--- config.mk ---
export PLATFORM = sky130hd
export DESIGN_NAME = cache_tag_cam
export DESIGN_NICKNAME = d
export VERILOG_FILES = /design/src/rtl/cache_pkg.sv /design/src/rtl/cache_tag_cam.sv
export SDC_FILE = /design/constraint.sdc
export NUM_CORES = 1
export LEC_CHECK = 0
export BUFFER_PORTS_ARGS = -buffer_cell sky130_fd_sc_hd__clkbuf_2
export CAP_MARGIN = 20
export CORE_UTILIZATION = 43
export CTS_BUF_LIST = sky130_fd_sc_hd__clkbuf_4
export DETAILED_ROUTE_END_ITERATION = 8
export GPL_TIMING_DRIVEN = 0
export MAX_ROUTING_LAYER = met4
export SLEW_MARGIN = 0
export SYNTH_ARGS = -nofsm -noshare
export SYNTH_HDL_FRONTEND = slang
export SYNTH_SLANG_ARGS = --single-unit
export TNS_END_PERCENT = 100
--- constraint.sdc ---
create_clock -name clock_i -period 3.46 [get_ports clock_i]
set_input_delay 0.346 -clock clock_i [delete_from_list [all_inputs] [get_ports clock_i]]
set_output_delay 0.346 -clock clock_i [all_outputs]
set_load 0.1 [all_outputs]
--- src/rtl/cache_pkg.sv ---
package cache_pkg;

	// address and data geometry
	// --------------------
	localparam int BW_BLOCK     = 3;   // eight words per block
	localparam int BW_WORD_ADDR = 16;  // word addressed memory
	localparam int BW_DATA      = 32;

	// replacement policy ids
	localparam string POLICY_FIFO = "FIFO";
	localparam string POLICY_PLRU = "PLRU";

	// ceiling log2, for line, group and tag widths
	function automatic int clog2_f(input int value);
		int result;
		result = 0;
		while ((1 << result) < value) begin
			result++;
		end
		return result;
	endfunction

endpackage

--- src/rtl/cache_tag_cam.sv ---
`timescale 1ns/100ps

module cache_tag_cam
	import cache_pkg::*;
#(
	parameter int CACHE_BLOCK_CAPACITY = 32,
	localparam int BW_LINE = clog2_f(CACHE_BLOCK_CAPACITY),
	localparam int BW_GRP  = BW_LINE - 3,
	localparam int BW_TAG  = BW_WORD_ADDR - BW_GRP - BW_BLOCK
)(
	input  logic               clock_i,
	input  logic               resetn_i,
	input  logic [BW_TAG-1:0]  tag_i,      // lookup tag, also the tag written
	input  logic [BW_GRP-1:0]  group_i,
	input  logic               wren_i,
	input  logic [BW_LINE-1:0] waddr_i,
	input  logic [BW_LINE-1:0] rd_addr_i,  // line whose tag goes out on tag_o
	output logic               hit_o,
	output logic [BW_LINE-1:0] addr_o,     // matching line
	output logic [BW_TAG-1:0]  tag_o
);

	logic [BW_TAG-1:0]               tag_mem [CACHE_BLOCK_CAPACITY];
	logic [CACHE_BLOCK_CAPACITY-1:0] valid_reg;
	logic [7:0]                      match;
	logic [2:0]                      way_sel;

	always_ff @(posedge clock_i) begin
		if (!resetn_i) begin
			valid_reg <= '0;
		end else if (wren_i) begin
			valid_reg[waddr_i] <= 1'b1;  // lines never invalidate, only get replaced
		end
	end

	always_ff @(posedge clock_i) begin
		if (wren_i) begin
			tag_mem[waddr_i] <= tag_i;
		end
	end

	// one comparator per way of the addressed set
	for (genvar w = 0; w < 8; w++) begin : g_way
		assign match[w] = valid_reg[{group_i, 3'(w)}] && (tag_mem[{group_i, 3'(w)}] == tag_i);
	end

	// at most one way can match
	always_comb begin
		way_sel = '0;
		for (int w = 0; w < 8; w++) begin
			if (match[w]) begin
				way_sel = 3'(w);
			end
		end
	end

	assign hit_o  = |match;
	assign addr_o = {group_i, way_sel};
	assign tag_o  = tag_mem[rd_addr_i];  // victim tag for the writeback address

endmodule

# After elaboration in Yosys (flattened, before gate mapping)

Memories as Yosys holds them, arrays and structs flattened.
Cells that the tools add are included.

Order comparisons: 10
Equal/unequal tests: 8
Multiplexer cells: 27
Bitwise gates (word level): 1
Reductions and logical operators: 10

Operators with widths:

| operator                                                                     | count |
|---|---|
| 11-bit == test                                                               | 8 |
| 5-bit by 6-bit less-than comparator with 1-bit output, second input constant | 9 |
| 32-bit OR                                                                    | 1 |
| 3-bit 2-to-1 mux                                                             | 6 |
| 1-bit binary-select mux with 2-bit select                                    | 8 |
| 1-bit 2-to-1 mux                                                             | 12 |
| 1-bit logical AND                                                            | 9 |
| 8-bit OR reduction                                                           | 1 |
| 1-bit demux with 5-bit select                                                | 1 |
| 5-bit by 1-bit >= comparator with 1-bit output, second input constant        | 1 |

Flip-flop bits (word level): 32
Bits in writable memories: 352
Input port bits: 26
Output and inout port bits: 17
Logic and storage cells: 58
Memories: 1

Memory list:

| name    | words | width | read ports | clocked after memory_dff | write ports | line                | source |
|---|---|---|---|---|---|---|---|
| tag_mem | 32    | 11    | 9          | 0                        | 1           | cache_tag_cam.sv:23 | `logic [BW_TAG-1:0] tag_mem [CACHE_BLOCK_CAPACITY];` |

# Depth between registers and ports, before layout

Depth in word-level cells: 10
Mapped depth: 11
Depth with buffers taken out: 7

# Worst setup path before layout

OpenSTA, ideal clock, no wires.

Kind: input -> output
Start point: in group_i[0]
End point: out addr_o[0]
Data arrival time: 3.186 ns
Data required time: 3.114 ns
Setup slack: -0.072 ns
Stages on the path: 9
Path buffers: 3
Cell sequence: buf_6 buf_8 buf_6 mux4_2 xnor2_1 nand4_1 nor3_1 a21oi_1 o21ai_1

Longest elaborated chain between the ends: 10
Elaborated cells between the ends (all ways): 36
Classes of those cells: eq/ne: 7; mux: 21; reduce/logical: 7; memory: 1

Ends and longest elaborated chain:

| item                                                                            | line                | source |
|---|---|---|
| start: declaration                                                              | cache_tag_cam.sv:14 | `input logic [BW_GRP-1:0] group_i,` |
| memory 32 x 11 bit or 1-bit binary-select mux with 2-bit select (tied branches) | --                  |  |
| 11-bit == test or 1-bit 2-to-1 mux (tied branches)                              | cache_tag_cam.sv:44 | `assign match[w] = valid_reg[{group_i, 3'(w)}] && (tag_mem[{group_i, 3'(w)}] == tag_i);` |
| 1-bit logical AND                                                               | cache_tag_cam.sv:44 |  |
| 1-bit 2-to-1 mux                                                                | cache_tag_cam.sv:51 | `if (match[w]) begin` |
| 3-bit 2-to-1 mux (5 in series)                                                  | cache_tag_cam.sv:51 |  |
| 3-bit 2-to-1 mux (*)                                                            | cache_tag_cam.sv:51 |  |
| end: declaration                                                                | cache_tag_cam.sv:19 | `output logic [BW_LINE-1:0] addr_o,` |

Every way passes the cells marked *; elsewhere a longest branch is shown, timed or not. The select of a mux whose other input is x is not followed.

==> results_dict.tcl <==
set metrics [dict create \
    die-width_um 208 \
    area_growth_pct 16.6 \
    p_total_mw 10.4 \
    drive_gt1_share_pct 44.7 \
    synth_area_sq_um 18200 \
    fin_crit_ns 3.51 \
    grt-ovfl-total 0 \
    max_clock_freq_mhz 285 \
    endpoint "addr_o[0]" \
    maxCapViolations 0 \
    fp.dieH_um 208 \
    ys_types 40 \
    violations "negative setup slack" \
    final_max_slew_viol_count 0 \
    vias_per_cell 6.52 \
    grt_max_degree 36 \
    grt_setup_unrepaired "yes" \
    p_leak_nw 6.85 \
    powerDensity_nw_per_um2 490 \
    r2r-end "valid_reg[18]$_SDFFE_PN0P_" \
    syn_nets 945 \
    largest_reg_flops 352 \
    cts_buffers 99 \
    clkPwrFrac_pct 38.7 \
    cp-start-kind "register" \
    htree_levels 3 \
    netSwitchingFraction_pct 26.0 \
    cp_max_fo 3 \
    worstReg2RegStart "valid_reg[18]$_SDFFE_PN0P_" \
    endpoint_kind "output pin" \
    synthCells 919 \
    period_share_pct 101 \
    syn_avg_cell_area_sq_um 19.8 \
    clk_path_buf_depth 3 \
    antenna_found_initial 2 \
    ys_ff_latch 384 \
    reg2reg_depth 1 \
    maxSlewHeadroom_pct 33.9 \
    crit_start "tag_mem[10][0]$_DFFE_PP_" \
    power_switching_mw 2.69 \
    core_sq_um 41300 \
    regToRegSetupSlack_ns 2.82 \
    ios 43 \
    cp_data_arrival_time_ns 3.16 \
    ir_drop_mv 0.255 \
    status "finished, violations left" \
    groute.layer.met3.usage_pct 6.38 \
    yosysSeqAreaShare_pct 61.7 \
    clk_pin_slew_worst_paths_ns 0.06 \
    globalplace.congestion 0.937 \
    clock_latency_ns 0.80 \
    first_global_vias 10900 \
    nets 1118 \
    antenna_left 0 \
    cts_tree "built" \
    p_seq_share_pct 49.6 \
    synth-compound-area-share_pct 1.78 \
    first_pass_iters 7 \
    setup-tns-final_ns -0.0504 \
    grt.met1_usage_pct 41.9 \
    final-setup-viol-count 1 \
    dpl.hpwl_um 43900 \
    vias 11100 \
    hold_path_class "in -> reg" \
    grt.total_usage_pct 30.1 \
    fp-row-count 74 \
    post_synth_fa_ha_maj_area_fraction_pct 0 \
    yosys.area_share.simple_pct 3.18 \
    dieArea_sq_um 43100 \
    cts.sinks 384 \
    start_util_pct 44.0 \
    tightest_slew_ns 0.991 \
    drcViolationCount 0 \
    hold_violations 0 \
    finalClockSkew_ns 0 \
    power.share.combinational_pct 11.7 \
    grt_pass1_wl_um 85200 \
    synth_top_family_by_area "multiplexers" \
    cts_root_buf "clkbuf_4" \
    drt-total-wl_um 61800 \
    synth.yosys.warnings 0 \
    yosys.area_share.xor_xnor_pct 4.34 \
    setup_ws_ns -0.0504 \
    n_fill_cell 3380 \
    worstPathRequired_ns 3.11 \
    criticalPathCategory "reg -> out" \
    route.detailed.wl_per_inst_um 36.3 \
    p_int_mw 7.67 \
    port-buffer-count 38 \
    use_met2_pct 43.5 \
    muxShareOfSynthArea_pct 26.5 \
    grt.busiest_layer "met2" \
    drt_iter0_markers 1635 \
]
timing repair:
action | CTS | global route
resized for setup | 44 | 17
setup buffers | 0 | 0
hold buffers | 1 | 0
hold endpoints to repair | 2 | 0
pin swaps | 0 | 1
setup endpoints to repair | 15 | 5
worst min path at each step:
stage / startpoint / endpoint / cells past startpoint
6_report: waddr_i[4] / tag_mem[8][9]$_DFFE_PP_ / 3
2_1_floorplan: valid_reg[2]$_SDFFE_PN0P_ / valid_reg[2]$_SDFFE_PN0P_ / 1
3_3_place_gp: valid_reg[8]$_SDFFE_PN0P_ / valid_reg[8]$_SDFFE_PN0P_ / 1
3_5_place_dp: valid_reg[16]$_SDFFE_PN0P_ / valid_reg[16]$_SDFFE_PN0P_ / 1
4_1_cts: waddr_i[4] / tag_mem[8][9]$_DFFE_PP_ / 3
5_1_grt: waddr_i[4] / tag_mem[8][9]$_DFFE_PP_ / 3
power by group through the flow:
stage | logic (mW) | clock network (mW) | registers, mW
floorplan | 0.753 | 0 | 5.23
finish | 1.21 | 4.01 | 5.15
global placement | 1.14 | 0 | 5.24
global route | 1.25 | 4.30 | 5.15
CTS | 1.18 | 4.06 | 5.14
detailed placement | 1.16 | 0 | 5.24
per-layer routing:
layer  vias to the layer above  wire (um)
li1                       4307          -
met1                      5865      24800
met2                       798      28100
met3                       122       6720
met4                         0       2110
met5                         -          0
placed cells by master (no fill, tap or decap), types with 7 or more instances in the layout:
master | synthesis | final
buf_6 | 13 | 16
nor3_1 | 11 | 9
nand3_1 | 7 | 7
edfxtp_1 | 352 | 352
buf_2 | 15 | 7
mux2_2 | 12 | 12
clkbuf_2 | 1 | 39
nand4_1 | 33 | 33
buf_8 | 3 | 34
mux4_4 | 13 | 13
xnor2_2 | 0 | 16
o21a_1 | 32 | 32
nor2_2 | 0 | 33
mux2i_1 | 11 | 11
xnor2_1 | 87 | 68
buf_4 | 7 | 15
clkinv_1 | 0 | 29
clkbuf_1 | 15 | 10
dfxtp_1 | 32 | 32
clkbuf_4 | 0 | 138
buf_1 | 10 | 8
mux4_1 | 16 | 16
mux4_2 | 170 | 170
area by class of cell:
cell class                      instances  area [sq um]  share of cell area, %
Multi-Input combinational cell        467          6810                   32.2
Antenna cell                            3          7.51                 0.0355
Timing Repair Buffer                   72           723                   3.42
Sequential cell                       384         11200                   52.9
Inverter                                3          11.3                 0.0532
Tap cell                              532           666                   3.14
Buffer                                 65           472                   2.23
Clock inverter                         40           263                   1.24
Clock buffer                          135          1010                   4.79
stage by stage:
stage / cell area (sq um) / worst slack (ns) / instances / util [%] / hold slack (ns)
after CTS: 21100 / -0.0940 / 1698 / 51.0 / 0.110
after detailed placement: 19600 / -0.494 / 1522 / 47.4 / 0.450
final: 21200 / -0.0504 / 1701 / 51.3 / 0.188
after global routing: 21200 / -0.104 / 1701 / 51.3 / 0.124
after floorplan: 18200 / 0.439 / 919 / - / 0.434
after global placement: 19000 / -0.497 / 1489 / 46.1 / 0.442
logic make-up (layout without fill, tap and decap cells):
| family | count (synthesis) | in the layout |
|---|---|---|
| xor+xnor | 90 | 90 |
| flops | 384 | 384 |
| mux | 222 | 222 |
| other cells | 0 | 3 |
| buf+inv | 68 | 315 |
| simple gates | 110 | 110 |
| compound gates | 45 | 45 |
synthesized netlist by cell type, drive strengths merged:
cell / number / share of area [%]
a21boi: 1 / 0.041
a21o: 1 / 0.041
a21oi: 3 / 0.083
a22oi: 1 / 0.041
and4: 1 / 0.048
buf: 49 / 2.1
clkbuf: 16 / 0.34
dfxtp: 32 / 3.5
edfxtp: 352 / 58
inv: 3 / 0.062
mux2: 12 / 0.74
mux2i: 11 / 0.61
mux4: 199 / 25
nand2: 5 / 0.10
nand3: 7 / 0.19
nand3b: 5 / 0.21
nand4: 33 / 1.1
nor2: 37 / 0.76
nor2b: 2 / 0.069
nor3: 11 / 0.30
nor4: 3 / 0.10
o211ai: 1 / 0.041
o21a: 32 / 1.3
o21ai: 4 / 0.11
o32ai: 2 / 0.096
or2: 1 / 0.034
or3: 1 / 0.034
or3b: 3 / 0.14
or4: 1 / 0.041
xnor2: 87 / 4.2
xor2: 3 / 0.14
worst max-delay path, stage by stage (launching register included):
cell and delay, ns:
edfxtp_1 0.43, nor2b_1 0.17, o32ai_1 0.24, and4_1 0.28
a21oi_1 0.11, or4_4 0.58, a21oi_4 0.24, o21ai_2 0.13
buf_8 0.19
Note: power is estimated with default switching activity, not from simulation.
