File: config.mk
export PLATFORM = sky130hd
export DESIGN_NAME = block_word_fifo
export DESIGN_NICKNAME = d
export VERILOG_FILES = /design/src/rtl/cache_pkg.sv /design/src/rtl/block_word_fifo.sv
export SDC_FILE = /design/constraint.sdc
export NUM_CORES = 1
export LEC_CHECK = 0
export ABC_AREA = 1
export BUFFER_PORTS_ARGS = -buffer_cell sky130_fd_sc_hd__buf_2
export CORE_UTILIZATION = 25
export CTS_CLUSTER_SIZE = 10
export DETAILED_ROUTE_END_ITERATION = 12
export GPL_ROUTABILITY_DRIVEN = 0
export PLACE_DENSITY = 0.38
export SLEW_MARGIN = 20
export SYNTH_ARGS = -nofsm -noshare
export SYNTH_HDL_FRONTEND = slang
export SYNTH_SLANG_ARGS = --single-unit
File: constraint.sdc
create_clock -name clock_i -period 7.2 [get_ports clock_i]
set_clock_uncertainty 0.15 [all_clocks]
set_input_delay 1.44 -clock clock_i [delete_from_list [all_inputs] [get_ports clock_i]]
set_output_delay 1.44 -clock clock_i [all_outputs]
set_load 0.02 [all_outputs]
File: src/rtl/cache_pkg.sv
package cache_pkg;

	// address and data geometry
	// --------------------
	localparam int BW_BLOCK     = 3;   // eight words per block
	localparam int BW_WORD_ADDR = 16;  // word addressed memory
	localparam int BW_DATA      = 32;

	// replacement policy ids
	localparam string POLICY_FIFO = "FIFO";
	localparam string POLICY_PLRU = "PLRU";

	// ceiling log2, for line, group and tag widths
	function automatic int clog2_f(input int value);
		int result;
		result = 0;
		while ((1 << result) < value) begin
			result++;
		end
		return result;
	endfunction

endpackage

File: src/rtl/block_word_fifo.sv
`timescale 1ns/100ps

module block_word_fifo
	import cache_pkg::*;
#(
	parameter int FIFO_DEPTH = 8,
	localparam int BW_PTR = clog2_f(FIFO_DEPTH)
)(
	input  logic               clock_i,
	input  logic               resetn_i,
	input  logic               push_i,
	input  logic [BW_DATA-1:0] data_i,
	input  logic               pop_i,
	output logic [BW_DATA-1:0] data_o,       // head word
	output logic               not_empty_o,
	output logic               not_full_o
);

	logic [BW_DATA-1:0] mem [FIFO_DEPTH];
	logic [BW_PTR-1:0]  wr_ptr_reg;
	logic [BW_PTR-1:0]  rd_ptr_reg;
	logic [BW_PTR:0]    count_reg;
	logic               do_push;
	logic               do_pop;

	assign do_push = push_i && not_full_o;   // push on full is dropped
	assign do_pop  = pop_i && not_empty_o;

	// wrap for any depth
	function automatic logic [BW_PTR-1:0] ptr_inc(input logic [BW_PTR-1:0] p);
		return (p == BW_PTR'(FIFO_DEPTH - 1)) ? '0 : p + 1'b1;
	endfunction

	always_ff @(posedge clock_i) begin
		if (!resetn_i) begin
			wr_ptr_reg <= '0;
			rd_ptr_reg <= '0;
			count_reg  <= '0;
		end else begin
			if (do_push) wr_ptr_reg <= ptr_inc(wr_ptr_reg);
			if (do_pop)  rd_ptr_reg <= ptr_inc(rd_ptr_reg);
			if (do_push && !do_pop) count_reg <= count_reg + 1'b1;
			else if (do_pop && !do_push) count_reg <= count_reg - 1'b1;
		end
	end

	always_ff @(posedge clock_i) begin
		if (do_push) begin
			mem[wr_ptr_reg] <= data_i;
		end
	end

	assign data_o      = mem[rd_ptr_reg];
	assign not_empty_o = (count_reg != '0);
	assign not_full_o  = (count_reg != (BW_PTR+1)'(FIFO_DEPTH));

endmodule

======== Word-level counts from Yosys, hierarchy flattened ========
Memory sizes are Yosys's and may differ from the RTL's. A register that Yosys moved wholly into a read port is not among the register bits.
Cells that the tools add are included.
W data, S select, Z words.
storage, ports and cells
  register bits after elaboration ......... 10
  latch bits .............................. 0
  memory bits (writable) .................. 256
  memory bits (read-only) ................. 0
  output and inout port bits .............. 34
  memories ................................ 1
memories
  name  words  bits a word  read ports  clocked after memory_dff  wr ports  RTL line               RTL
  mem   8      32           1           1                         1         block_word_fifo.sv:19  logic [BW_DATA-1:0] mem [FIFO_DEPTH];
cells by class
  add/sub/neg operators ................... 4
  multipliers ............................. 0
  div/mod/pow operators ................... 0
  order comparisons ....................... 0
  equality and inequality tests ........... 3
  shifts and indexed selects .............. 0
  mux-type cells .......................... 8
  bitwise gates (word level) .............. 0
  reduce and logical (&&, ||, !) cells .... 8
operator list
  cell                   count
  $mux W3                4
  $mux W4                2
  $add A3 B1 Y3 const B  2
  $eq A3 B3 Y1 const B   2
  $add A4 B1 Y4 const B  1
  $logic_and A1 B1 Y1    4
  $ne A4 B4 Y1 const B   1
  $reduce_bool A4 Y1     1
  $sub A4 B1 Y4 const B  1
  $logic_not A1 Y1       2
  $mux W1                2
  $reduce_bool A2 Y1     1

======== Depth between registers and ports, before layout ========
Gate-level depths: netlist of the first run.
  depth in word-level cells ............... 6
  gate-level depth with buffers ........... 14
  gate-level depth less buffers ........... 14

======== Worst setup path after synthesis of the first run ========
OpenSTA, ideal clock, no wires.
  path type ............................... input port to flip-flop
  from .................................... in push_i
  to ...................................... mem mem[0][0], enable pin
  library setup time ...................... 0.421 ns
  arrival ................................. 3.210 ns
  required time ........................... 6.629 ns
  path slack .............................. 3.419 ns
  stages .................................. 3
  buffers on the path ..................... 0
  cells stage by stage .................... nand2_1 or2_2 nor2_1
on the way
  longest elaborated chain between the ends .. 3
RTL lines
  element                        RTL line               RTL
  from (decl)                    block_word_fifo.sv:11  input logic push_i,
  $logic_and A1 B1 Y1            block_word_fifo.sv:26  assign do_push = push_i && not_full_o;
  $mux W1                        block_word_fifo.sv:48  if (do_push) begin
  $mux W1 (implied by the code)  block_word_fifo.sv:49  mem[wr_ptr_reg] <= data_i;
  to (decl)                      block_word_fifo.sv:19
No other way between the ends.

==> results of run 1 <==
## worst reg2reg max path, delay by kind of cell, from the launching register on
kind | cells | cell delay (ns)
AND/OR/NAND/NOR | 5 | 0.99
buffers and inverters | 1 | 0.48
flip-flops | 1 | 0.43
## cell type report
cell class,instances,area [sq um]
clock inverters,1,3.75
fillers,4502,30300
well taps,585,732
clock buffers,47,856
repair buffers,83,450
inverters,15,58.8
flip-flops and latches,269,7950
multi-input cells,612,2630
## cells in the final DEF (no fill, tap or decap), types with 5 or more instances in the layout
cell type	synthesis	layout
ha_1	7	7
nand3_1	5	5
o21ai_1	15	15
clkbuf_1	5	14
o21ai_0	120	120
edfxtp_1	256	256
nor2_4	0	8
buf_4	2	14
buf_2	11	69
clkbuf_16	0	31
nand2_1	176	176
dfxtp_1	13	10
inv_1	13	13
nor2_1	281	273
## power groups by stage
stage / clock network, mW / logic, mW / registers (mW)
3_5_place_dp: 0 / 1.48 / 1.95
2_1_floorplan: 0 / 1.03 / 1.91
5_1_grt: 1.49 / 1.63 / 1.93
3_3_place_gp: 0 / 1.48 / 1.95
4_1_cts: 1.42 / 1.48 / 1.92
6_report: 1.37 / 1.43 / 1.91
## metal layers
| layer | share of wire, % | up-vias |
|---|---|---|
| met4 | 1.8 | 0 |
| met5 | 0 | - |
| li1 | - | 3338 |
| met3 | 3.0 | 40 |
| met2 | 47 | 83 |
| met1 | 48 | 3321 |
## synth_stat cells, drive strengths merged
| master | n |
|---|---|
| nor2 | 281 |
| edfxtp | 256 |
| nand2 | 176 |
| o21ai | 135 |
| buf | 34 |
| inv | 15 |
| clkbuf | 14 |
| dfxtp | 13 |
| ha | 7 |
| nand3 | 5 |
| a21oi | 3 |
| or2 | 2 |
| xor2 | 2 |
| fa | 1 |
## final timing paths
path,cells after the start,to
max,7,data_o[14]
min,2,flip-flop
max reg2reg,6,mem[2][17]
min reg2reg,2,flip-flop
## through the flow
stage	worst slack, ns	hold WS, ns	utilization, %	area, sq um	total power [mW]
3_5_place_dp	2.71	0.346	27.5	11800	3.42
2_1_floorplan	3.42	0.328	-	10900	2.94
4_1_cts	2.13	0.354	29.5	12700	4.82
5_1_grt	1.91	0.406	29.5	12700	5.05
3_3_place_gp	2.68	0.344	27.5	11800	3.43
6_report	2.27	0.348	29.5	12700	4.71
## kinds of logic (layout without fill, tap and decap cells)
logic type	after synthesis	count (layout)	share of synthesized area [%]
xor+xnor	2	2	0.161
flops	269	269	73.0
buf+inv	63	146	3.44
simple gates	464	464	16.1
compound gates	138	138	6.34
fa+ha+maj	8	8	0.988
==> qor.yml, run 1 <==
status: "finished clean"
met2_usage_pct: 21.3
grt_overflow: 0
cp-end-kind: "output port"
syn_area_per_cell_sq_um: 11.5
clk_latency_ns: 0.54
netlist_area_sq_um: 10900
swShare_pct: 35.2
worst-path-buf-inv: 3
yosys.area.top_type: "edfxtp_1"
regToRegSetupSlack_ns: 4.77
drive_above_1_share_pct: 12.8
dieArea_sq_um: 44400
cts.htree.levels: 1
antenna_cells: 0
synth_top_area_share_pct: 70.6
portBuffers: 69
critPathTopFamily: "buffers and inverters"
crit_fanout: 70
power_leakage_nw: 4.61
comb_power_share_pct: 30.3
fin_crit_ns: 4.93
postCtsSetupBuffers: 0
path_common_cell: "nand2_1"
cp_cell_sequence: "clkinv_2 -> buf_4 -> o21ai_0 -> nand2_1 -> nand2_1 -> nand2_1 -> buf_2"
rsz0062_at_grt: "no"
crit_required_ns: 5.61
crit_type: "flip-flop to output port"
met3_usage_pct: 1.83
core-area_sq_um: 43000
global_route.usage.met1_pct: 17.3
worstHoldStart: "rd_ptr_reg[2]"
p_switching_mw: 1.66
grt_pass1_vias: 6906
hold_path_class: "flip-flop to flip-flop"
start_kind: "flip-flop"
ctsResizeCount: 0
syn_to_final_growth_pct: 16.5
clk_pin_slew_ns: 0.06
finalSetupViolCount: 0
synth.net_count: 988
ant_nets: 0
drt_iter0_drc: 330
vias: 6782
reg2reg_from: "count_reg[0]"
place_inst: 1564
cp_slowest_cell: "clkinv_2"
clockBufferDepth: 3
wl_microns: 27800
arrival_ns: 3.34
period_share_pct: 68.5
ys_warn_count: 0
io_pins: 70
cts-root-buf: "clkbuf_16"
ys_ff_latch: 269
drc: 0
yosysSeqAreaShare_pct: 73.0
cts_tree: "done"
cts.hold.buffers_added: 0
peakVddDrop_uv: 160
power-per-cell-area_nw_per_um2: 372
die_w_microns: 211
cp_slowest_stage_delay_ns: 0.77
busiest_layer: "met2"
p_clk_share_pct: 29.2
clock-sinks: 269
nNetsFinal: 1056
initial_utilization_pct: 25.3
fp.dieH_microns: 211
setup_tns_ns: 0
worst_slew_pin_slew_ns: 1.05
pwr-share-seq_pct: 40.6
finalNonFillerCells: 1612
grt_antenna_before_repair: 0
relSlewSlack_pct: 30.2
p_int_mw: 3.06
timing.fmax_mhz: 203
hold_violations: 0
grt_pass1_wl_microns: 42600
dr.pass1.iters: 4
drv_cap: 0
grt_use_total_pct: 12.7
via_per_inst: 4.21
finalMaxSlewViolations: 0
grt_max_degree: 87
synthTopCellsByArea: "edfxtp_1 71%, nor2_1 9.7%, nand2_1 6.1%, o21ai_0 5.5%, dfxtp_1 2.4%"
syn_inst: 944
hpwl_microns: 13700
cts_buffers: 31
largest_register_ffs: 256
post_drt_wl_per_cell_microns: 17.2
rows: 76
ys_types: 20
No activity file was read; power rests on OpenSTA's default activity.
==> run 2: changes to the inputs <==
clock period = 4.7 ns   (was 7.2 ns; I/O delays follow)
==> qor.yml, run 2 (synthesized netlist as in run 1, its figures left out) <==
clock-sinks: 269  # unchanged
cts.htree.levels: 2  # was 1
power_leakage_nw: 4.74  # was 4.61 nW
place_area_sq_um: 11900  # was 11,800 sq um
clk_latency_ns: 0.51  # was 0.54 ns
cts_tree: "done"  # unchanged
finalSetupViolCount: 0  # unchanged
hold_violations: 0  # unchanged
rsz0062_at_grt: "no"  # unchanged
antenna_cells: 0  # unchanged
finalMaxSlewViolations: 0  # unchanged
cp-endpoint: "data_o[18]"  # was data_o[14]
grt_pass1_wl_microns: 42200  # was 42,600 microns
cp_cell_sequence: "clkinv_2 -> buf_4 -> o21ai_0 -> nand2_1 -> nand2_1 -> nand2_1 -> buf_2"  # unchanged
grt_pass1_vias: 6860  # was 6,906
peakVddDrop_uv: 221  # was 160 uV
grt_overflow: 0  # unchanged
cp-end-kind: "output port"  # unchanged
hpwl_microns: 15500  # was 13,700 microns
hold_path_depth: 2  # unchanged
drc: 0  # unchanged
setup_tns_ns: 0  # unchanged
vias: 6791  # was 6,782
clk_pin_slew_ns: 0.05  # was 0.06 ns
power-per-cell-area_nw_per_um2: 584  # was 372 nW/um^2
hold_path_class: "flip-flop to flip-flop"  # unchanged
grt_antenna_before_repair: 0  # unchanged
grt_max_degree: 55  # was 87
fin_crit_ns: 3.68
initial_utilization_pct: 25.3  # unchanged
ant_nets: 0  # unchanged
reg2reg_from: "count_reg[0]"  # unchanged
crit_fanout: 39  # was 70
mostFrequentLayoutCell: "nor2_1"  # unchanged
syn_to_final_growth_pct: 18.8  # was 16.5%
die_w_microns: 211  # unchanged
worst_slew_pin_slew_ns: 0.843  # was 1.05 ns
portBuffers: 69  # unchanged
crit_required_ns: 3.61  # was 5.61 ns
reg2regPathDepth: 7  # was 6
clockBufferDepth: 3  # unchanged
rows: 76  # unchanged
cp_slowest_stage_delay_ns: 0.63  # was 0.77 ns
cts.hold.buffers_added: 0  # unchanged
hold_ws_ns: 0.371  # was 0.348 ns
postCtsSetupBuffers: 0  # unchanged
status: "finished clean"  # unchanged
io_pins: 70  # unchanged
dr.pass1.iters: 4  # unchanged
ctsResizeCount: 0  # unchanged
dieArea_sq_um: 44400  # unchanged
largest_register_ffs: 256  # unchanged
grt_use_total_pct: 12.6  # was 12.7%
via_per_inst: 4.18  # was 4.21
final_area_sq_um: 12900  # was 12,700 sq um
regToRegSetupSlack_ns: 1.98  # was 4.77 ns
path_common_cell: "nand2_1"  # unchanged
start_kind: "flip-flop"  # unchanged
cp_slowest_cell: "dfxtp_4"  # was clkinv_2
regToRegEndpoint: "mem[5][17]"  # was mem[2][17]
drt_iter0_drc: 287  # was 330
cts_buffers: 34  # was 31
arrival_ns: 2.59  # was 3.34 ns
fp.dieH_microns: 211  # unchanged
drive_above_1_share_pct: 13.8  # was 12.8%
drv_cap: 0  # unchanged
relSlewSlack_pct: 43.7  # was 30.2%
cts-root-buf: "clkbuf_16"  # unchanged
period_share_pct: 78.3
wl_microns: 27400  # was 27,800 microns
mostFrequentLayoutCells: "273 x nor2_1, 256 x edfxtp_1, 176 x nand2_1"  # unchanged
nNetsFinal: 1065  # was 1,056
core-area_sq_um: 43000  # unchanged
crit_type: "flip-flop to output port"  # unchanged
post_drt_wl_per_cell_microns: 16.9  # was 17.2 microns
timing.fmax_mhz: 272
## run 2: cell types whose count changed in the layout (fill, tap and decap cells not counted), sizes merged
| cell | before | now |
|---|---|---|
| buf | 83 | 89 |
| bufinv | 0 | 1 |
| clkbuf | 47 | 52 |
| inv | 13 | 14 |
## run 2: how the worst min path moves through the flow
stage                  startpoint       endpoint
detailed placement  rd_ptr_reg[2]      flip-flop
global placement    rd_ptr_reg[2]      flip-flop
CTS                 rd_ptr_reg[2]      flip-flop
floorplan           wr_ptr_reg[0]  wr_ptr_reg[0]
global route        rd_ptr_reg[2]      flip-flop
finish              rd_ptr_reg[2]      flip-flop
## run 2: through the flow
step           setup WS [ns]  util, %  instances  power (mW)
4_1_cts                0.913     30.1       1625        7.72
3_5_place_dp            1.48     27.7       1570        5.26
3_3_place_gp            1.46     27.6       1568        5.26
6_report                1.02     30.1       1625        7.56
5_1_grt                0.691     30.1       1625        8.06
2_1_floorplan           1.42        -        944        4.50
## run 2: where the power goes
group / switching, mW / internal [mW] / leakage [nW]
combinational: 1.57 / 0.648 / 1.81
sequential: 0.0934 / 2.83 / 2.43
clock: 0.931 / 1.48 / 0.493
total: 2.60 / 4.96 / 4.74
## run 2: layer usage
layer / part of all wire (%) / GRT usage (%)
met3: 4.0 / 2.48
met5: 0 / 0
met2: 46 / 20.7
met4: 2.0 / 3.82
met1: 48 / 16.9
## run 2: final cells by class
type / instances / area [sq um]
clock inverter: 3 / 38.8
multi-input combinational: 612 / 2630
fill: 4461 / 30000
sequential: 269 / 7950
timing repair buffer: 89 / 548
tap: 585 / 732
inverter: 15 / 57.6
clock buffer: 52 / 982
## run 2: critical path: cells and delay by family, from the launching register on
kind                   cells  cell delay [ns]
buffers and inverters      3             0.93
flip-flops                 1             0.63
AO/OA/AOI/OAI              1             0.29
AND/OR/NAND/NOR            3             0.20
