## src/rtl/cache_pkg.sv

```systemverilog
package cache_pkg;

	// address and data geometry
	// --------------------
	localparam int BW_BLOCK     = 3;   // eight words per block
	localparam int BW_WORD_ADDR = 16;  // word addressed memory
	localparam int BW_DATA      = 32;

	// replacement policy ids
	localparam string POLICY_FIFO = "FIFO";
	localparam string POLICY_PLRU = "PLRU";

	// ceiling log2, for line, group and tag widths
	function automatic int clog2_f(input int value);
		int result;
		result = 0;
		while ((1 << result) < value) begin
			result++;
		end
		return result;
	endfunction

endpackage

```

## src/rtl/cache_replacement_policy.sv

```systemverilog
`timescale 1ns/100ps

module cache_replacement_policy
	import cache_pkg::*;
#(
	parameter string POLICY = POLICY_FIFO,
	parameter int CACHE_BLOCK_CAPACITY = 32,
	localparam int BW_LINE = clog2_f(CACHE_BLOCK_CAPACITY),
	localparam int BW_GRP  = BW_LINE - 3,
	localparam int N_SETS  = CACHE_BLOCK_CAPACITY / 8
)(
	input  logic               clock_i,
	input  logic               resetn_i,
	input  logic               hit_i,       // pulse, line on hit_addr_i was used
	input  logic               miss_i,      // pulse, pick a victim in group_i
	input  logic [BW_LINE-1:0] hit_addr_i,
	input  logic [BW_GRP-1:0]  group_i,
	output logic               done_o,
	output logic [BW_LINE-1:0] addr_o       // victim line
);

	logic [2:0] victim_way;

	// tree walk, each node bit points at the older half
	function automatic logic [2:0] plru_victim(input logic [6:0] t);
		logic b0;
		logic b1;
		logic b2;
		b0 = t[0];
		b1 = b0 ? t[2] : t[1];
		b2 = t[{1'b1, b0, b1} - 3'd1];  // nodes 3..6
		return {b0, b1, b2};
	endfunction

	// point every node on the path away from way w
	function automatic logic [6:0] plru_touch(input logic [6:0] t, input logic [2:0] w);
		logic [6:0] n;
		n = t;
		n[0] = ~w[2];
		n[{2'b00, w[2]} + 3'd1] = ~w[1];
		n[{1'b1, w[2], w[1]} - 3'd1] = ~w[0];
		return n;
	endfunction

	if (POLICY == POLICY_PLRU) begin : g_plru
		logic [6:0] tree_reg [N_SETS];

		assign victim_way = plru_victim(tree_reg[group_i]);

		always_ff @(posedge clock_i) begin
			if (!resetn_i) begin
				for (int s = 0; s < N_SETS; s++) begin
					tree_reg[s] <= '0;
				end
			end else if (hit_i) begin
				tree_reg[hit_addr_i[BW_LINE-1:3]] <=
					plru_touch(tree_reg[hit_addr_i[BW_LINE-1:3]], hit_addr_i[2:0]);
			end else if (miss_i) begin
				tree_reg[group_i] <= plru_touch(tree_reg[group_i], victim_way);  // fill counts as use
			end
		end
	end else begin : g_fifo
		logic [2:0] ptr_reg [N_SETS];  // oldest way per set

		assign victim_way = ptr_reg[group_i];

		always_ff @(posedge clock_i) begin
			if (!resetn_i) begin
				for (int s = 0; s < N_SETS; s++) begin
					ptr_reg[s] <= '0;
				end
			end else if (miss_i) begin
				ptr_reg[group_i] <= ptr_reg[group_i] + 3'd1;  // round robin
			end
		end
	end

	// result one cycle after the miss pulse
	// --------------------
	always_ff @(posedge clock_i) begin
		if (!resetn_i) begin
			done_o <= 1'b0;
		end else begin
			done_o <= miss_i;
		end
	end

	always_ff @(posedge clock_i) begin
		if (miss_i) begin
			addr_o <= {group_i, victim_way};
		end
	end

endmodule

```

## src/rtl/cache_8way_controller.sv

```systemverilog
`timescale 1ns/100ps

module cache_8way_controller
	import cache_pkg::*;
#(
	parameter int CACHE_BLOCK_CAPACITY = 32,
	parameter string POLICY = POLICY_FIFO,
	localparam int BW_LINE = clog2_f(CACHE_BLOCK_CAPACITY),
	localparam int BW_GRP  = BW_LINE - 3,
	localparam int BW_TAG  = BW_WORD_ADDR - BW_GRP - BW_BLOCK
)(
	input  logic                        clock_i,
	input  logic                        resetn_i,
	input  logic                        enable_i,
	// core
	input  logic                        core_req_i,
	input  logic                        core_rw_i,
	input  logic [BW_TAG-1:0]           core_tag_i,
	input  logic [BW_GRP-1:0]           core_grp_i,
	input  logic [BW_BLOCK-1:0]         core_word_i,
	input  logic [BW_DATA-1:0]          core_data_i,
	output logic                        core_done_o,
	output logic                        core_hit_o,
	// tag cam
	input  logic                        cam_hit_i,
	input  logic [BW_LINE-1:0]          cam_addr_i,
	input  logic [BW_TAG-1:0]           cam_tag_i,
	output logic                        cam_wren_o,
	output logic [BW_LINE-1:0]          cam_addr_o,
	// data memory
	input  logic [BW_DATA-1:0]          cache_mem_data_i,
	output logic [BW_LINE+BW_BLOCK-1:0] cache_mem_addr_o,
	output logic                        cache_mem_rw_o,
	output logic [BW_DATA-1:0]          cache_mem_data_o,
	// fill and writeback buffers
	input  logic                        fill_ready_i,
	input  logic [BW_DATA-1:0]          fill_data_i,
	output logic                        fill_ack_o,
	input  logic                        wb_ready_i,
	output logic                        wb_push_o,
	output logic [BW_DATA-1:0]          wb_data_o,
	// memory commands
	input  logic                        mem_ready_i,
	output logic                        mem_req_o,
	output logic                        mem_rw_o,
	output logic [BW_WORD_ADDR-1:0]     mem_addr_o,
	// performance
	output logic                        flag_hit_o,
	output logic                        flag_miss_o,
	output logic                        flag_writeback_o
);

	typedef enum logic [2:0] {
		ST_NORMAL,
		ST_WAIT_READY,
		ST_WAIT_REPL,
		ST_WRITE_BUFFER,
		ST_READ_BUFFER
	} state_t;

	state_t                          state_reg;
	logic [BW_BLOCK-1:0]             xfer_cnt_reg;    // words moved in this block
	logic [CACHE_BLOCK_CAPACITY-1:0] dirty_reg;
	logic [BW_LINE-1:0]              victim_reg;
	logic                            victim_ok_reg;   // victim captured, not yet used
	logic                            req_flag_reg;    // replay pending after a miss
	logic                            rw_flag_reg;
	logic                            wb_pending_reg;  // block write still to be issued
	logic [BW_WORD_ADDR-1:0]         wb_addr_reg;
	logic                            data_ok_reg;     // read data matches xfer_cnt_reg
	logic                            repl_done;
	logic [BW_LINE-1:0]              repl_addr;
	logic                            store_now;
	logic                            last_word;
	logic [BW_BLOCK-1:0]             push_next;
	logic                            data_ok_next;
	logic [BW_BLOCK-1:0]             wb_word_next;

	// hit_addr from the registered hit line, core may already be on a new access
	cache_replacement_policy #(
		.POLICY               (POLICY),
		.CACHE_BLOCK_CAPACITY (CACHE_BLOCK_CAPACITY)
	) policy_i (
		.clock_i    (clock_i),
		.resetn_i   (resetn_i),
		.hit_i      (flag_hit_o),
		.miss_i     (flag_miss_o),
		.hit_addr_i (cache_mem_addr_o[BW_LINE+BW_BLOCK-1:BW_BLOCK]),
		.group_i    (core_grp_i),
		.done_o     (repl_done),
		.addr_o     (repl_addr)
	);

	assign core_hit_o = (core_req_i | req_flag_reg) ? cam_hit_i : 1'b1;  // no stall when idle
	assign store_now  = req_flag_reg ? rw_flag_reg : core_rw_i;
	assign last_word  = &xfer_cnt_reg;

	// buffer strobes act in the same cycle so a word is never taken twice
	assign fill_ack_o = enable_i && (state_reg == ST_READ_BUFFER) && fill_ready_i;
	assign wb_push_o  = enable_i && (state_reg == ST_WRITE_BUFFER) && data_ok_reg && wb_ready_i;
	assign wb_data_o  = cache_mem_data_i;

	// writeback read pipeline
	// --------------------
	// address runs one word ahead of the push count, on a stall it falls back
	assign push_next    = xfer_cnt_reg + {{(BW_BLOCK-1){1'b0}}, wb_push_o};
	assign data_ok_next = (cache_mem_addr_o[BW_BLOCK-1:0] == push_next);
	assign wb_word_next = push_next + {{(BW_BLOCK-1){1'b0}}, data_ok_next};

	always_ff @(posedge clock_i) begin
		if (!resetn_i) begin
			state_reg        <= ST_NORMAL;
			xfer_cnt_reg     <= '0;
			dirty_reg        <= '0;
			victim_ok_reg    <= 1'b0;
			req_flag_reg     <= 1'b0;
			wb_pending_reg   <= 1'b0;
			data_ok_reg      <= 1'b0;
			core_done_o      <= 1'b1;  // ready for the first request
			cam_wren_o       <= 1'b0;
			cache_mem_rw_o   <= 1'b0;
			mem_req_o        <= 1'b0;
			mem_rw_o         <= 1'b0;
			flag_hit_o       <= 1'b0;
			flag_miss_o      <= 1'b0;
			flag_writeback_o <= 1'b0;
		end else begin
			// pulses
			cam_wren_o       <= 1'b0;
			cache_mem_rw_o   <= 1'b0;
			mem_req_o        <= 1'b0;
			mem_rw_o         <= 1'b0;
			flag_hit_o       <= 1'b0;
			flag_miss_o      <= 1'b0;
			flag_writeback_o <= 1'b0;

			if (repl_done) begin  // policy answers whatever state we are in
				victim_reg    <= repl_addr;
				victim_ok_reg <= 1'b1;
			end

			if (enable_i) begin
				case (state_reg)
					ST_NORMAL: begin
						// replay holds off while the new tag is still being written
						if (core_req_i || (req_flag_reg && !cam_wren_o)) begin
							if (cam_hit_i) begin
								flag_hit_o       <= 1'b1;
								cache_mem_addr_o <= {cam_addr_i, core_word_i};
								cache_mem_rw_o   <= store_now;
								cache_mem_data_o <= core_data_i;  // ignored on loads
								if (store_now) dirty_reg[cam_addr_i] <= 1'b1;
								core_done_o      <= 1'b1;
								req_flag_reg     <= 1'b0;
							end else begin
								flag_miss_o  <= 1'b1;  // also starts the victim search
								req_flag_reg <= 1'b1;
								rw_flag_reg  <= core_rw_i;
								core_done_o  <= 1'b0;  // stall core
								state_reg    <= ST_WAIT_READY;
							end
						end
					end

					// old block write must go out before the next read
					ST_WAIT_READY: begin
						if (mem_ready_i && !wb_pending_reg) begin
							mem_req_o  <= 1'b1;
							mem_rw_o   <= 1'b0;
							mem_addr_o <= {core_tag_i, core_grp_i, {BW_BLOCK{1'b0}}};
							state_reg  <= ST_WAIT_REPL;
						end
					end

					ST_WAIT_REPL: begin
						if (victim_ok_reg) begin
							victim_ok_reg <= 1'b0;
							xfer_cnt_reg  <= '0;
							if (dirty_reg[victim_reg]) begin
								flag_writeback_o <= 1'b1;
								cam_addr_o       <= victim_reg;  // tag shows up next cycle
								cache_mem_addr_o <= {victim_reg, {BW_BLOCK{1'b0}}};
								data_ok_reg      <= 1'b0;
								state_reg        <= ST_WRITE_BUFFER;
							end else begin
								state_reg <= ST_READ_BUFFER;  // clean, just overwrite
							end
						end
					end

					ST_WRITE_BUFFER: begin
						xfer_cnt_reg     <= push_next;
						data_ok_reg      <= data_ok_next;
						cache_mem_addr_o <= {victim_reg, wb_word_next};
						if (wb_push_o) begin
							if (xfer_cnt_reg == '0) begin
								wb_addr_reg <= {cam_tag_i, core_grp_i, {BW_BLOCK{1'b0}}};
							end
							if (last_word) begin  // counter wraps to 0 for the fill
								wb_pending_reg <= 1'b1;
								state_reg      <= ST_READ_BUFFER;
							end
						end
					end

					ST_READ_BUFFER: begin
						if (fill_ack_o) begin
							cache_mem_rw_o   <= 1'b1;
							cache_mem_addr_o <= {victim_reg, xfer_cnt_reg};
							cache_mem_data_o <= fill_data_i;
							xfer_cnt_reg     <= xfer_cnt_reg + 1'b1;
							if (last_word) begin
								cam_wren_o            <= 1'b1;  // core tag into victim line
								cam_addr_o            <= victim_reg;
								dirty_reg[victim_reg] <= 1'b0;
								state_reg             <= ST_NORMAL;  // replay once the tag is in
							end
						end
					end

					default: state_reg <= ST_NORMAL;
				endcase

				// block write, independent of the state machine
				// --------------------
				if (wb_pending_reg && mem_ready_i) begin
					wb_pending_reg <= 1'b0;
					mem_req_o      <= 1'b1;
					mem_rw_o       <= 1'b1;
					mem_addr_o     <= wb_addr_reg;
				end
			end
		end
	end

endmodule

```

## config.mk

```make
export PLATFORM = sky130hd
export DESIGN_NAME = cache_8way_controller
export DESIGN_NICKNAME = d
export VERILOG_FILES = /design/src/rtl/cache_pkg.sv /design/src/rtl/cache_replacement_policy.sv /design/src/rtl/cache_8way_controller.sv
export SDC_FILE = /design/constraint.sdc
export NUM_CORES = 1
export LEC_CHECK = 0
export ABC_CLOCK_PERIOD_IN_PS = 7500
export BUFFER_PORTS_ARGS = -buffer_cell sky130_fd_sc_hd__buf_2
export CAP_MARGIN = 15
export CORE_AREA = 4 4 119 121
export DETAILED_ROUTE_END_ITERATION = 16
export DIE_AREA = 0 0 123 125
export PLACE_DENSITY = 0.84
export SYNTH_ARGS = -nofsm -noshare
export SYNTH_HDL_FRONTEND = slang
export SYNTH_HIERARCHICAL = 1
export SYNTH_SLANG_ARGS = --single-unit
```

## constraint.sdc

```tcl
create_clock -name clock_i -period 7.5 [get_ports clock_i]
set_input_delay 1.125 -clock clock_i [delete_from_list [all_inputs] [get_ports clock_i]]
set_output_delay 1.125 -clock clock_i [all_outputs]
set_load 0.02 [all_outputs]
```

* Word level (Yosys, flattened, before mapping)
Memory sizes are Yosys's and may differ from the RTL's. Index checks and enable logic that the tools add are counted.
Storage, ports and cells: memory bits (writable) 12, memories kept 1, register bits after elaboration 136, output and inout port bits 104
Cells by class: mux-type cells 75, bitwise gates (word level) 5, $lt $le $gt $ge 4, add/sub/neg operators 4, equal/unequal tests 16, reductions and logical operators 44
Memories:
- policy_i.g_fifo.ptr_reg | depth 4, bits a word 3, read ports 1, clocked after memory_dff 0, wr ports 4, line cache_replacement_policy.sv:63 | logic [2:0] ptr_reg [N_SETS];
Operators by type and width (count):
- 32-bit 2-to-1 mux | 8
- 32-bit one-hot mux with 2 select lines | 2
- 16-bit 2-to-1 mux | 3
- 8-bit 2-to-1 mux | 5
- 3-bit 2-to-1 mux | 12
- 32-bit AND | 1
- 32-bit inverter | 1
- 32-bit bitwise OR | 1
- 8-bit one-hot mux with 4 select lines | 1
- 1-bit 2-to-1 mux | 31
- 4-bit AND reduction | 7
- 2-bit inequality test (second input constant) | 11
- 5-bit 2-to-1 mux | 4
- 2-bit nonzero test | 8
- 3-bit one-hot mux with 5 select lines | 1
- 7-bit AND reduction | 2
- 5-bit by 6-bit less-than comparator with 1-bit output (second input constant) | 2
- 1-bit demux with 5-bit select | 2
- 5-bit by 1-bit greater-or-equal comparator with 1-bit output (second input constant) | 2
- 1-bit logical AND | 10
- 5-bit one-hot mux with 2 select lines | 1
- 5-bit AND reduction | 2
- 3-bit one-hot mux with 3 select lines | 1
- 9-bit AND reduction | 1
- other kinds (21) | 29

* Logic depth before layout (Yosys ltp)
depth in word-level cells 9, depth in mapped cells 16, gate-level depth less buffers 15

* By module
The synthesis kept the hierarchy.
Modules (own cells, without submodules):
- cache_8way_controller | instances 1, cells an instance 586, area each 6117.1 µm²
- cache_replacement_policy | instances 1, cells an instance 52, area each 785.8 µm²

* Worst setup path before layout
OpenSTA, ideal clock, no wires.
path kind input port to flip-flop, start input enable_i, end register cache_mem_addr_o[2], data pin, arrival time 3.516 ns, required time 7.236 ns, slack 3.720 ns, stages on the path 13, path through clkbuf_1 -> nand2_1 -> nor2_1 -> ha_1 -> ha_1 -> xor2_1 -> nor3_1 -> ha_1 -> ha_1 -> xnor2_1 -> o31ai_1 -> a32oi_1 -> o21ai_0
On the way: word-level cells in the longest chain between the ends 7
RTL lines:
- start, declared | line cache_8way_controller.sv:14 | input logic enable_i,
- 1-bit logical AND (*) (3 in a row) | line cache_8way_controller.sv:100 | assign wb_push_o = enable_i && (state_reg == ST_WRITE_BUFFER) && data_ok_reg && wb_ready_i;
- via wb_push_o | line cache_8way_controller.sv:40 | output logic wb_push_o,
- 3-bit by 1-bit adder with 3-bit output (*) | line cache_8way_controller.sv:106 | assign push_next = xfer_cnt_reg + {{(BW_BLOCK-1){1'b0}}, wb_push_o};
- 3-bit == test | line cache_8way_controller.sv:107 | assign data_ok_next = (cache_mem_addr_o[BW_BLOCK-1:0] == push_next);
- 3-bit by 1-bit adder with 3-bit output (*) | line cache_8way_controller.sv:108 | assign wb_word_next = push_next + {{(BW_BLOCK-1){1'b0}}, data_ok_next};
- 8-bit one-hot mux with 4 select lines (*) | line cache_8way_controller.sv:143 | case (state_reg)
- end signal, assigned | line cache_8way_controller.sv:149 | cache_mem_addr_o <= {cam_addr_i, core_word_i};
- end signal, assigned | line cache_8way_controller.sv:182 | cache_mem_addr_o <= {victim_reg, {BW_BLOCK{1'b0}}};
- end signal, assigned | line cache_8way_controller.sv:194 | cache_mem_addr_o <= {victim_reg, wb_word_next};
- end, declared | line cache_8way_controller.sv:32 | output logic [BW_LINE+BW_BLOCK-1:0] cache_mem_addr_o,
Mark *: on every way through the listed nets, which the timed path passes. The rest lies on a longest branch. A chain may end at the register's enable or synchronous reset.

* Worst setup path in the final report
start register state_reg[0], end register cache_mem_addr_o[2], data pin
On the way: word-level cells in the longest chain between the ends 8
RTL lines:
- start, declared | line cache_8way_controller.sv:61 | state_t state_reg;
- start signal, assigned | line cache_8way_controller.sv:112 | state_reg <= ST_NORMAL;
- start signal, assigned | line cache_8way_controller.sv:160 | state_reg <= ST_WAIT_READY;
- start signal, assigned | line cache_8way_controller.sv:171 | state_reg <= ST_WAIT_REPL;
- 3-bit by 2-bit == test with 1-bit output | line cache_8way_controller.sv:100, cache_8way_controller.sv:143
- 1-bit logical AND (3 in a row) | line cache_8way_controller.sv:100
- 3-bit by 1-bit adder with 3-bit output | line cache_8way_controller.sv:106
- 3-bit == test | line cache_8way_controller.sv:107
- 3-bit by 1-bit adder with 3-bit output | line cache_8way_controller.sv:108
- 8-bit one-hot mux with 4 select lines (*) | line cache_8way_controller.sv:143
Every way passes the cells marked *; elsewhere a longest branch is shown, timed or not.

==> results.toml <==
[yosys]
synth_top_area_share_pct = 40.9
yosys.area.top_type = "edfxtp_1"
async_flop_share_pct = 0
synth_edf_count = 94
syn_area_per_cell_um2 = 10.8
synth_area_leaders = "edfxtp_1, dfxtp_1, nand2_1"
syn_area_um2 = 6900
ys_ff_latch = 145
synth_flop_cell = "edfxtp_1"
netlist_instances = 638
ys_seq_area_share_pct = 55.7
yosysWarnings = 6
ys_types = 63

[outcome]
outcome = "complete, no violations"

[power]
leakagePower_nw = 3.28
ir_drop_mv = 0.170
power_density_nw_per_um2 = 221

[critical_path]
timing.reg2reg.setup_slack_ps = 3900
path_class = "reg -> reg"
start_kind = "flop"
crit_fanout = 18
critPathCaptureType = "flop"
worstPathRequired_ps = 7650
crit_arrival_ps = 3750

[clock_network]
cts-resized-gates = 0
cts_tree = "yes"
clkSinkCount = 145
root_buffer = "clkbuf_16"
h-tree-depth = 4
clk_latency_ps = 420
clkSlewWorstSetupHoldPaths_ps = 60
numCtsBuffers = 17
clk_path_buf_depth = 2
cts_hold_buf = 0
postCtsSetupBuffers = 0

[detailed_routing]
ant_nets = 0
first_iter_violations = 474
wire_per_inst_um = 18.0
dr_total_vias = 5480
drc = 0
first_pass_iters = 7
avgViaCountPerCell = 5.76
drt_wl_total_mm = 17.1

[sta]
skew_ps = 12.5
finalCriticalPeriod_ps = 3600
period_share_pct = 48.0
rsz0062_at_grt = "false"
clock.fmax_mhz = 278
worst_pin_slew_ps = 1260
max_slew_margin_pct = 15.1
hold_viol_final = 0
setup_violations = 0
tns_ps = 0
slew_violations = 0
hold_slack_ps = 417

[die]
fp.dieH_um = 125
start_util_pct = 52.8
row_count = 42
die_x_um = 123
coreArea_um2 = 13100
dieArea_um2 = 15400
io_pins = 241

[place]
dp_hpwl_mm = 12.3
portBuffers = 173
gp_congestion = 0.899
dp.cells = 919

[cells_and_area]
final_cells = 952
area_growth_pct = 18.7
nNetsFinal = 907
drive_gt1_share_pct = 31.7
nFillCells = 1012

[global_route]
grt_pass1_vias = 5291
grtUsageTotal_pct = 22.3
grt_pass1_wl_mm = 26.9
grt_max_degree = 42
antenna_found_initial = 1
gr-total-overflow = 0

[job]
drv_cap = 0

[hold_path]
hold_path_class = "reg -> reg"
## path summary, 6_finish.rpt
path                                         start                  end  depth (start not counted)
worst max-delay path                  state_reg[0]  cache_mem_addr_o[2]                         15
worst min-delay path            policy_i/addr_o[1]        victim_reg[1]                          0
worst max register to register        state_reg[0]  cache_mem_addr_o[2]                         15
worst min register to register  policy_i/addr_o[1]        victim_reg[1]                          0
## layout make-up
| type | count | area (µm²) | share of cell area [%] |
|---|---|---|---|
| Sequential cell | 145 | 3840 | 46.9 |
| Antenna cell | 1 | 2.50 | 0.0305 |
| Multi-Input combinational cell | 410 | 2610 | 31.8 |
| Tap cell | 176 | 220 | 2.69 |
| Inverter | 10 | 37.5 | 0.458 |
| Clock inverter | 12 | 133 | 1.62 |
| Clock buffer | 20 | 447 | 5.45 |
| Timing Repair Buffer | 178 | 903 | 11.0 |
## cell usage after synthesis, types with 3 or more instances
cell type / instances
a211oi_1: 23
a21oi_1: 11
a221oi_1: 4
a311oi_1: 9
a31o_2: 3
a31oi_1: 33
a32oi_1: 3
and2_1: 7
and3_1: 5
buf_1: 9
buf_2: 3
buf_4: 35
clkbuf_1: 25
dfxtp_1: 51
edfxtp_1: 94
ha_1: 8
inv_1: 10
mux2_2: 19
mux2i_1: 9
mux4_1: 3
mux4_2: 4
nand2_1: 127
nand2b_1: 8
nand3_1: 8
nor2_1: 33
nor2b_1: 6
nor3_1: 16
nor4_1: 8
o21ai_0: 11
o22ai_1: 4
o31ai_1: 3
or2_2: 3
xnor2_1: 7
## worst max-delay path: stages, from the launching register on
cell     delay, ps
dfxtp_1        700
nand2_1        130
nor2_1         300
nand2_1        140
nor2_1         280
ha_1           200
ha_1           240
xnor2_1        170
xnor2_1         90
nor3_1         210
ha_1           210
ha_1           170
xnor2_1        150
o31ai_1         90
a32oi_1        140
o21ai_0        110
## cells in the final DEF (no fill, tap or decap), drive strengths merged, types with 8 or more instances in the layout
cell type | Yosys | routed
nor3 | 16 | 16
mux2i | 9 | 9
nor2 | 33 | 33
inv | 10 | 12
edfxtp | 94 | 94
o21ai | 11 | 11
nand3 | 8 | 8
a31oi | 33 | 33
mux2 | 19 | 19
a211oi | 23 | 23
nand2b | 8 | 8
nand2 | 127 | 127
nor4 | 8 | 8
buf | 49 | 178
a21oi | 12 | 12
dfxtp | 51 | 51
clkbuf | 26 | 20
and2 | 8 | 8
ha | 8 | 8
a311oi | 9 | 9
## metal layers
layer  global-route usage (%)  up-vias  share of wire (%)
met3                     8.13       61                 13
met2                     36.5      361                 48
li1                         -     2565                  -
met1                     27.0     2493                 37
met4                     8.34        0                2.4
met5                        0        -                  0
## power by group
part	total, W	internal (W)	switching (W)
clock	0.000824	0.000499	0.000324
sequential	0.000869	0.000862	0.00000736
combinational	0.000114	0.0000468	0.0000675
## per-stage QoR
step / instance area (µm²) / setup slack (ps) / power, W / utilization (%)
3_3_place_gp: 7610 / 3890 / 0.000996 / 58.2
6_report: 8190 / 3900 / 0.00181 / 62.6
2_1_floorplan: 6910 / 3720 / 0.000973 / -
3_5_place_dp: 7610 / 3770 / 0.000999 / 58.2
4_1_cts: 8190 / 3970 / 0.00182 / 62.6
5_1_grt: 8190 / 3570 / 0.00187 / 62.6
## kinds of logic after synthesis
family / after synthesis / share of synthesized area, %
compound gates: 122 / 12.7
fa+ha+maj: 8 / 1.45
xor+xnor: 9 / 1.14
simple gates: 233 / 15.3
mux: 35 / 6.85
flops: 145 / 55.7
other cells: 1 / 0.0543
buf+inv: 85 / 6.82
No activity file was read; power rests on OpenSTA's default activity.
